--- src/hdl/ex_pkg.sv ---
package ex_pkg;

    localparam int XLEN   = 32;
    localparam int REG_AW = 5;

    // micro-op class picks the view of the control byte
    typedef enum logic [1:0] {
        OP_NOP    = 2'd0,
        OP_ALU    = 2'd1,
        OP_BRANCH = 2'd2
    } op_class_e;

    typedef enum logic [3:0] {
        ALU_ADD   = 4'd0,
        ALU_SUB   = 4'd1,
        ALU_SLT   = 4'd2,
        ALU_SLTU  = 4'd3,
        ALU_AND   = 4'd4,
        ALU_OR    = 4'd5,
        ALU_XOR   = 4'd6,
        ALU_NOR   = 4'd7,
        ALU_SLL   = 4'd8,
        ALU_SRL   = 4'd9,
        ALU_SRA   = 4'd10,
        ALU_LU12I = 4'd11
    } alu_op_e;

    typedef enum logic [1:0] {
        SRC1_REG  = 2'd0,
        SRC1_PC   = 2'd1,
        SRC1_ZERO = 2'd2,
        SRC1_TID  = 2'd3
    } src1_sel_e;

    // counter words feed rdcntvl / rdcntvh
    typedef enum logic [1:0] {
        SRC2_REG  = 2'd0,
        SRC2_IMM  = 2'd1,
        SRC2_CNTL = 2'd2,
        SRC2_CNTH = 2'd3
    } src2_sel_e;

    typedef enum logic [2:0] {
        BR_EQ     = 3'd0,
        BR_NE     = 3'd1,
        BR_LT     = 3'd2,
        BR_GE     = 3'd3,
        BR_LTU    = 3'd4,
        BR_GEU    = 3'd5,
        BR_ALWAYS = 3'd6,
        BR_JIRL   = 3'd7
    } br_cond_e;

    // one control byte read as alu or branch fields depending on the class
    typedef union packed {
        struct packed {
            alu_op_e   op;
            src1_sel_e src1;
            src2_sel_e src2;
        } alu;
        struct packed {
            br_cond_e   cond;
            logic       link;
            logic [3:0] rsvd;
        } br;
    } uop_ctrl_u;

endpackage
--- src/hdl/ex_stage.sv ---
`timescale 1ns/100ps
module ex_stage import ex_pkg::*; #(
    parameter logic [XLEN-1:0] TID_VALUE = '0,
    parameter int              COUNTER_W = 64
) (
    input  logic              aclk,
    input  logic              aresetn,
    input  logic              uop_valid_i,
    input  op_class_e         uop_class_i,
    input  uop_ctrl_u         uop_ctrl_i,
    input  logic [REG_AW-1:0] rd_i,
    input  logic [REG_AW-1:0] rj_i,
    input  logic [REG_AW-1:0] rk_i,
    input  logic [XLEN-1:0]   imm_i,
    input  logic [XLEN-1:0]   pc_i,
    input  logic              pred_taken_i,
    input  logic [XLEN-1:0]   pred_target_i,
    output logic              wb_valid_o,
    output logic [REG_AW-1:0] wb_rd_o,
    output logic [XLEN-1:0]   wb_data_o,
    output logic              forward_j_o,
    output logic              forward_k_o,
    output logic              fact_taken_o,
    output logic              redirect_o,
    output logic [XLEN-1:0]   redirect_pc_o
);

    logic [XLEN-1:0] rf_j_data;
    logic [XLEN-1:0] rf_k_data;
    logic [XLEN-1:0] rj_val;
    logic [XLEN-1:0] rk_val;
    logic [XLEN-1:0] alu_result;
    logic [XLEN-1:0] link_pc;
    logic [XLEN-1:0] ex_result;
    logic            is_branch;
    logic            is_link;
    logic            ex_we;

    assign is_branch = (uop_class_i == OP_BRANCH);
    assign is_link   = is_branch && uop_ctrl_i.br.link;

    // writes to r0 never enter the buffer
    assign ex_we     = uop_valid_i && ((uop_class_i == OP_ALU) || is_link) && (rd_i != '0);
    assign ex_result = is_link ? link_pc : alu_result;

    ex_regfile u_regfile (
        .aclk      (aclk),
        .aresetn   (aresetn),
        .ra_i      (rj_i),
        .rb_i      (rk_i),
        .rdata_a_o (rf_j_data),
        .rdata_b_o (rf_k_data),
        .we_i      (wb_valid_o),
        .wa_i      (wb_rd_o),
        .wd_i      (wb_data_o)
    );

    ex_forward u_forward_j (
        .rs_i       (rj_i),
        .rf_data_i  (rf_j_data),
        .wb_valid_i (wb_valid_o),
        .wb_rd_i    (wb_rd_o),
        .wb_data_i  (wb_data_o),
        .data_o     (rj_val),
        .fwd_o      (forward_j_o)
    );

    ex_forward u_forward_k (
        .rs_i       (rk_i),
        .rf_data_i  (rf_k_data),
        .wb_valid_i (wb_valid_o),
        .wb_rd_i    (wb_rd_o),
        .wb_data_i  (wb_data_o),
        .data_o     (rk_val),
        .fwd_o      (forward_k_o)
    );

    ex_alu #(
        .TID_VALUE (TID_VALUE),
        .COUNTER_W (COUNTER_W)
    ) u_alu (
        .aclk     (aclk),
        .aresetn  (aresetn),
        .ctrl_i   (uop_ctrl_i),
        .rj_val_i (rj_val),
        .rk_val_i (rk_val),
        .pc_i     (pc_i),
        .imm_i    (imm_i),
        .result_o (alu_result)
    );

    ex_branch u_branch (
        .valid_i       (uop_valid_i),
        .is_branch_i   (is_branch),
        .ctrl_i        (uop_ctrl_i),
        .rj_val_i      (rj_val),
        .rk_val_i      (rk_val),
        .pc_i          (pc_i),
        .imm_i         (imm_i),
        .pred_taken_i  (pred_taken_i),
        .pred_target_i (pred_target_i),
        .taken_o       (fact_taken_o),
        .link_pc_o     (link_pc),
        .redirect_o    (redirect_o),
        .redirect_pc_o (redirect_pc_o)
    );

    ex_wb_reg u_wb_reg (
        .aclk    (aclk),
        .aresetn (aresetn),
        .we_i    (ex_we),
        .rd_i    (rd_i),
        .data_i  (ex_result),
        .valid_o (wb_valid_o),
        .rd_o    (wb_rd_o),
        .data_o  (wb_data_o)
    );

endmodule

--- src/hdl/ex_wb_reg.sv ---
`timescale 1ns/100ps
module ex_wb_reg import ex_pkg::*; (
    input  logic              aclk,
    input  logic              aresetn,
    input  logic              we_i,
    input  logic [REG_AW-1:0] rd_i,
    input  logic [XLEN-1:0]   data_i,
    output logic              valid_o,
    output logic [REG_AW-1:0] rd_o,
    output logic [XLEN-1:0]   data_o
);

    logic              valid_q;
    logic [REG_AW-1:0] rd_q;
    logic [XLEN-1:0]   data_q;

    always_ff @(posedge aclk) begin
        if (!aresetn) begin
            valid_q <= 1'b0;
        end else begin
            valid_q <= we_i;
        end
    end

    // payload follows the strobe every cycle
    always_ff @(posedge aclk) begin
        rd_q   <= rd_i;
        data_q <= data_i;
    end

    assign valid_o = valid_q;
    assign rd_o    = rd_q;
    assign data_o  = data_q;

endmodule

--- src/hdl/ex_branch.sv ---
`timescale 1ns/100ps
module ex_branch import ex_pkg::*; (
    input  logic            valid_i,
    input  logic            is_branch_i,
    input  uop_ctrl_u       ctrl_i,
    input  logic [XLEN-1:0] rj_val_i,
    input  logic [XLEN-1:0] rk_val_i,
    input  logic [XLEN-1:0] pc_i,
    input  logic [XLEN-1:0] imm_i,
    input  logic            pred_taken_i,
    input  logic [XLEN-1:0] pred_target_i,
    output logic            taken_o,
    output logic [XLEN-1:0] link_pc_o,
    output logic            redirect_o,
    output logic [XLEN-1:0] redirect_pc_o
);

    logic            active;
    logic            cond_true;
    logic [XLEN-1:0] target;

    assign active = valid_i && is_branch_i;

    always_comb begin
        case (ctrl_i.br.cond)
            BR_EQ:   cond_true = (rj_val_i == rk_val_i);
            BR_NE:   cond_true = (rj_val_i != rk_val_i);
            BR_LT:   cond_true = ($signed(rj_val_i) < $signed(rk_val_i));
            BR_GE:   cond_true = ($signed(rj_val_i) >= $signed(rk_val_i));
            BR_LTU:  cond_true = (rj_val_i < rk_val_i);
            BR_GEU:  cond_true = (rj_val_i >= rk_val_i);
            default: cond_true = 1'b1;
        endcase
    end

    // jirl is register relative and everything else pc relative
    assign target    = ((ctrl_i.br.cond == BR_JIRL) ? rj_val_i : pc_i) + imm_i;
    assign link_pc_o = pc_i + 32'd4;

    assign taken_o = active && cond_true;

    always_comb begin
        if (cond_true) begin
            redirect_o    = active && (!pred_taken_i || (pred_target_i != target));
            redirect_pc_o = target;
        end else begin
            redirect_o    = active && pred_taken_i;
            redirect_pc_o = link_pc_o;
        end
    end

endmodule

--- src/hdl/ex_alu.sv ---
`timescale 1ns/100ps
module ex_alu import ex_pkg::*; #(
    parameter logic [XLEN-1:0] TID_VALUE = '0,
    parameter int              COUNTER_W = 64
) (
    input  logic            aclk,
    input  logic            aresetn,
    input  uop_ctrl_u       ctrl_i,
    input  logic [XLEN-1:0] rj_val_i,
    input  logic [XLEN-1:0] rk_val_i,
    input  logic [XLEN-1:0] pc_i,
    input  logic [XLEN-1:0] imm_i,
    output logic [XLEN-1:0] result_o
);

    logic [COUNTER_W-1:0] stable_cnt;
    logic [XLEN-1:0]      src_a;
    logic [XLEN-1:0]      src_b;
    logic [4:0]           shamt;

    // free-running stable counter
    always_ff @(posedge aclk) begin
        if (!aresetn) begin
            stable_cnt <= '0;
        end else begin
            stable_cnt <= stable_cnt + 1'b1;
        end
    end

    always_comb begin
        case (ctrl_i.alu.src1)
            SRC1_REG:  src_a = rj_val_i;
            SRC1_PC:   src_a = pc_i;
            SRC1_ZERO: src_a = '0;
            default:   src_a = TID_VALUE;
        endcase
        case (ctrl_i.alu.src2)
            SRC2_REG:  src_b = rk_val_i;
            SRC2_IMM:  src_b = imm_i;
            SRC2_CNTL: src_b = stable_cnt[XLEN-1:0];
            // high word zero extended for narrow counters
            default:   src_b = XLEN'(stable_cnt >> 32);
        endcase
    end

    assign shamt = src_b[4:0];

    always_comb begin
        case (ctrl_i.alu.op)
            ALU_ADD:   result_o = src_a + src_b;
            ALU_SUB:   result_o = src_a - src_b;
            ALU_SLT:   result_o = {{(XLEN-1){1'b0}}, $signed(src_a) < $signed(src_b)};
            ALU_SLTU:  result_o = {{(XLEN-1){1'b0}}, src_a < src_b};
            ALU_AND:   result_o = src_a & src_b;
            ALU_OR:    result_o = src_a | src_b;
            ALU_XOR:   result_o = src_a ^ src_b;
            ALU_NOR:   result_o = ~(src_a | src_b);
            ALU_SLL:   result_o = src_a << shamt;
            ALU_SRL:   result_o = src_a >> shamt;
            ALU_SRA:   result_o = $unsigned($signed(src_a) >>> shamt);
            // immediate already positioned by decode
            ALU_LU12I: result_o = imm_i;
            default:   result_o = '0;
        endcase
    end

endmodule

--- src/hdl/ex_forward.sv ---
`timescale 1ns/100ps
module ex_forward import ex_pkg::*; (
    input  logic [REG_AW-1:0] rs_i,
    input  logic [XLEN-1:0]   rf_data_i,
    input  logic              wb_valid_i,
    input  logic [REG_AW-1:0] wb_rd_i,
    input  logic [XLEN-1:0]   wb_data_i,
    output logic [XLEN-1:0]   data_o,
    output logic              fwd_o
);

    logic hit;

    // buffer entry targets the register this operand reads
    assign hit = wb_valid_i && (wb_rd_i == rs_i) && (rs_i != '0);

    assign fwd_o  = hit;
    assign data_o = hit ? wb_data_i : rf_data_i;

endmodule

--- src/hdl/ex_regfile.sv ---
`timescale 1ns/100ps
module ex_regfile import ex_pkg::*; (
    input  logic              aclk,
    input  logic              aresetn,
    input  logic [REG_AW-1:0] ra_i,
    input  logic [REG_AW-1:0] rb_i,
    output logic [XLEN-1:0]   rdata_a_o,
    output logic [XLEN-1:0]   rdata_b_o,
    input  logic              we_i,
    input  logic [REG_AW-1:0] wa_i,
    input  logic [XLEN-1:0]   wd_i
);

    logic [XLEN-1:0] regs [0:(1<<REG_AW)-1];

    // r0 reads zero and a same-cycle write is seen by the read
    function automatic logic [XLEN-1:0] read_port(input logic [REG_AW-1:0] addr);
        if (addr == '0) begin
            return '0;
        end else if (we_i && (wa_i == addr)) begin
            return wd_i;
        end
        return regs[addr];
    endfunction

    always_ff @(posedge aclk) begin
        if (!aresetn) begin
            for (int i = 0; i < (1 << REG_AW); i++) begin
                regs[i] <= '0;
            end
        end else if (we_i && (wa_i != '0)) begin
            regs[wa_i] <= wd_i;
        end
    end

    assign rdata_a_o = read_port(ra_i);
    assign rdata_b_o = read_port(rb_i);

endmodule

--- config.mk ---
export PLATFORM = sky130hd
export DESIGN_NAME = ex_stage
export DESIGN_NICKNAME = d
export VERILOG_FILES = /design/src/hdl/ex_pkg.sv /design/src/hdl/ex_stage.sv /design/src/hdl/ex_wb_reg.sv /design/src/hdl/ex_branch.sv /design/src/hdl/ex_alu.sv /design/src/hdl/ex_forward.sv /design/src/hdl/ex_regfile.sv
export SDC_FILE = /design/constraint.sdc
export NUM_CORES = 2
export LEC_CHECK = 0
export BUFFER_PORTS_ARGS = -buffer_cell sky130_fd_sc_hd__buf_2
export CORE_MARGIN = 2
export CORE_UTILIZATION = 30
export DETAILED_ROUTE_END_ITERATION = 16
export SLEW_MARGIN = 20
export SYNTH_ARGS = -nofsm -noshare
export SYNTH_HDL_FRONTEND = slang
export SYNTH_HIERARCHICAL = 1
export SYNTH_SLANG_ARGS = --single-unit
--- constraint.sdc ---
create_clock -name aclk -period 19.9 [get_ports aclk]
set_input_delay 1.99 -clock aclk [delete_from_list [all_inputs] [get_ports aclk]]
set_output_delay 1.99 -clock aclk [all_outputs]
set_load 0.02 [all_outputs]
==> impl_results.md <==
- Status: completed
- CP Capture Type: output pin
- Endpoints failing hold: 0
- Slew margin rel.: between 15 and 20%
- Top area cells in the synthesized netlist: edfxtp_1, mux4_2, and2_1
- Largest delay share family, worst path: buffers and inverters
- Post-DR wirelength/cell: about 33 um
- Skew-Pair Late Insertion Delay: ~0.8 ns
- Unrepaired setup endpoints after global routing: no
- RR Startpoint: u_wb_reg/rd_o[0]
- DP Area: between 80,000 and 90,000 sq um
- IO buf count: slightly below 200
- Post-synthesis cell type count: 119
- Top-area cell type share of the netlist area: about 40%
- Logic pwr share: roughly a quarter
- Sequential area share after synthesis: 43.0%
- Final net count: between 6,000 and 7,000
- Number of global-route vias before repair: about 58,000
- Initial antenna violation count: 50
- Predominant post-synthesis flop cell: edfxtp_1
- Synthesis-stage register bit count: about 1,100
- Share of post-route cells with drive strength above 1: 21.2%
- Die Width: between 500 and 600 um
- CTS H-Tree Depth: 4
- Number of flops mapped to enable cells by yosys: between 1,000 and 1,500
- Slowest cell on the critical path: a2111oi_0
- Global Route Usage Sum: about a quarter
- Clock power share: 35.4%
- Post-synth ARST share: 0%
- Minimum clock period after layout: 12.18 ns
- CTS tree: built
- Int Pwr: approximately 4600 uW
- Post-CTS Setup Bufs: 0
- Worst Hold Path Cells: 1
- Most frequent cells in the layout: and2_1, edfxtp_1, mux4_2, nand2_1, mux2i_1
- Clock Sink Count: between 1,000 and 1,500
- Post-cts hold buffer count: 0
- CP Buf/Inv Count: 7
- Post-Syn Area: between 70,000 and 80,000 sq um
- Post-CTS sizing: 0
- Final Skew: 0.0427 ns
- Via count: 60,200
- Largest net degree at the start of global routing: 110
- Total detailed-routing wirelength: roughly 330,000 um
- Count of pins over their slew limit: 0
- Starting density of the core: between 30% and 40%
- Total area of sequential cells: between 30,000 and 40,000 sq um
- Hold Crit Start: u_alu/stable_cnt[0]
- Worst Tran Pin Value: between 1 and 1.5 ns
- Area delta synth->final: 12.0%
- Sw Share: 33.6%
- RR Endpoint: u_wb_reg/data_o[27]
- CP Data Required Time: 17.91 ns
- Full die area: 258,000 sq um
- DR DRC count: 0
- Commonest non-fill, non-tap cell in the layout: and2_1
- Site row count: approximately 190
- Global-route wire length before repair: roughly 460,000 um
- Root Driver: clkbuf_16
- Post-DP HPWL: around 220,000 um
- Reg power frac: approximately 39%
- Power Density: 81.1 nW/um^2
- Layout fillers: 24,900
- Reg clk slew, reported paths: ~0.06 ns
- Design Area, Final: 85,500 sq um
- Core footprint: ~250,000 sq um
- Cell taking the most area after synthesis: edfxtp_1
- Area of the multi-input gates: approximately 41,000 sq um
- Peak VDD IR: between 0.06 and 0.07 mV
- Crit path arrival time: between 10 and 15 ns
- TNS Setup: 0 ns
- YS warnings: 6
- Mapped Cells: between 6,000 and 7,000
- Max-cap viol count: 0
- Count of final setup violators: 0
- Worst R2R Setup Slack: roughly 11 ns
- Critical path type: in2out
- Die height: between 500 and 600 um
- Static Leak: ~0.031 uW
- Drt pass-1 iters: 9
- Final period util: a little over 60%
- GRT overflow: 0
- Worst hold path class: reg2reg
- Inserted Clock Buffers: around 130
- Largest stage delay on the critical path: approximately 0.86 ns
- Antenna violation net count after detailed routing: 0
- Post-DR vias/cell: roughly 6
- Psw: between 2000 and 2500 uW
- Maximum clock rate: 82.1 MHz
- # IOs: just under 200
- R2R depth: 22
- CP max FO: 103
- Crit start category: input pin
- Synthesized area per cell: ~12 sq um
- Clock Path Buffers: 3
- RD Place Congestion: 1.01
- DR iter-0 viols: around 8,600
- Worst hold endpoint: u_alu/stable_cnt[0]
## worst register-to-register path: stages, from the launching register on
cell      delay [ns]
dfxtp_1         0.80
xnor2_1         0.21
nand3_1         0.23
o21ai_4         0.19
buf_4           0.56
a31oi_1         0.36
a221o_1         0.43
mux2_4          0.32
mux2_2          0.29
o21ai_4         0.12
buf_4           0.56
ha_1            0.52
a21oi_1         0.25
o21ai_1         0.15
a311oi_1        0.73
a21oi_1         0.48
a221oi_1        0.60
a21oi_1         0.31
a21oi_1         0.35
o21ai_0         0.12
a211oi_1        0.28
o211ai_1        0.17
mux2_4          0.32
## power groups by stage
stage	clock network (uW)	registers, uW	logic (uW)
final	2450	2720	1760
after global routing	2570	2730	1820
after floorplan	0	2790	998
after CTS	2480	2720	1710
after global placement	0	2760	1710
after detailed placement	0	2770	1710
## routing by layer
metal | share of wire [%] | global-route usage (%) | routed length [um]
met5 | 0.069 | 0 | 229
met2 | 45 | 39.0 | 150000
met1 | 37 | 30.4 | 121000
met3 | 11 | 6.82 | 37300
met4 | 6.7 | 14.5 | 22100
## flip-flops by register name, summed over array words and instances, names as in the netlist
| register | count |
|---|---|
| u_alu/stable_cnt | 64 |
| u_regfile/regs | 1024 |
| u_wb_reg/data_o | 32 |
| u_wb_reg/rd_o | 5 |
| u_wb_reg/valid_o | 1 |
## how the worst max path moves through the flow
stage          startpoint          to  slack, ns  cells after the start
2_1_floorplan     rj_i[0]  redirect_o      11.21                     21
3_3_place_gp      rj_i[0]  redirect_o       7.27                     25
3_5_place_dp      rj_i[0]  redirect_o       7.38                     25
4_1_cts           rj_i[0]  redirect_o       7.37                     25
5_1_grt           rj_i[0]  redirect_o       7.22                     25
6_report          rj_i[0]  redirect_o       7.72                     25
## layout make-up
| class | instances | share of cell area [%] |
|---|---|---|
| diodes | 19 | 0.0556 |
| clock buffers | 179 | 4.23 |
| clock inverters | 67 | 0.852 |
| inverters | 179 | 0.790 |
| multi-input cells | 4677 | 47.9 |
| flip-flops and latches | 1126 | 38.4 |
| well taps | 3366 | 4.93 |
| repair buffers | 379 | 2.85 |
## logic make-up after synthesis
logic type	count (synthesis)	share of synthesized area, %
AOI/OAI and AO/OA	1189	10.7
xor gates and xnor gates	157	1.93
adders and majority gates	175	2.90
buffers and inverters	764	4.35
DFF	1126	43.0
muxes	980	21.8
other	1	0.00492
and+or+nand+nor	2144	15.3
## metrics by stage
stage	cells	hold slack [ns]	setup WS (ns)	util (%)	power, uW
floorplan	6567	0.430	11.21	-	3790
detailed placement	9727	0.482	7.38	32.0	4470
finish	9992	0.504	7.72	33.7	6930
CTS	9973	0.497	7.37	33.7	6910
global placement	9727	0.483	7.27	32.0	4460
global route	9978	0.528	7.22	33.7	7120
## cells in the mapped netlist, types with 78 or more instances
cell type,number
mux2i_1,289
edfxtp_1,1024
mux2_4,87
clkbuf_1,386
dfxtp_1,102
xnor2_1,94
nor2_1,318
mux4_2,502
o211ai_1,78
nand2_1,337
mux2_2,101
inv_1,159
o21ai_0,209
buf_2,109
nand3_1,119
and2_1,1053
nor3_1,78
a21oi_1,263
ha_1,172
(Power assumes the default switching activity.)
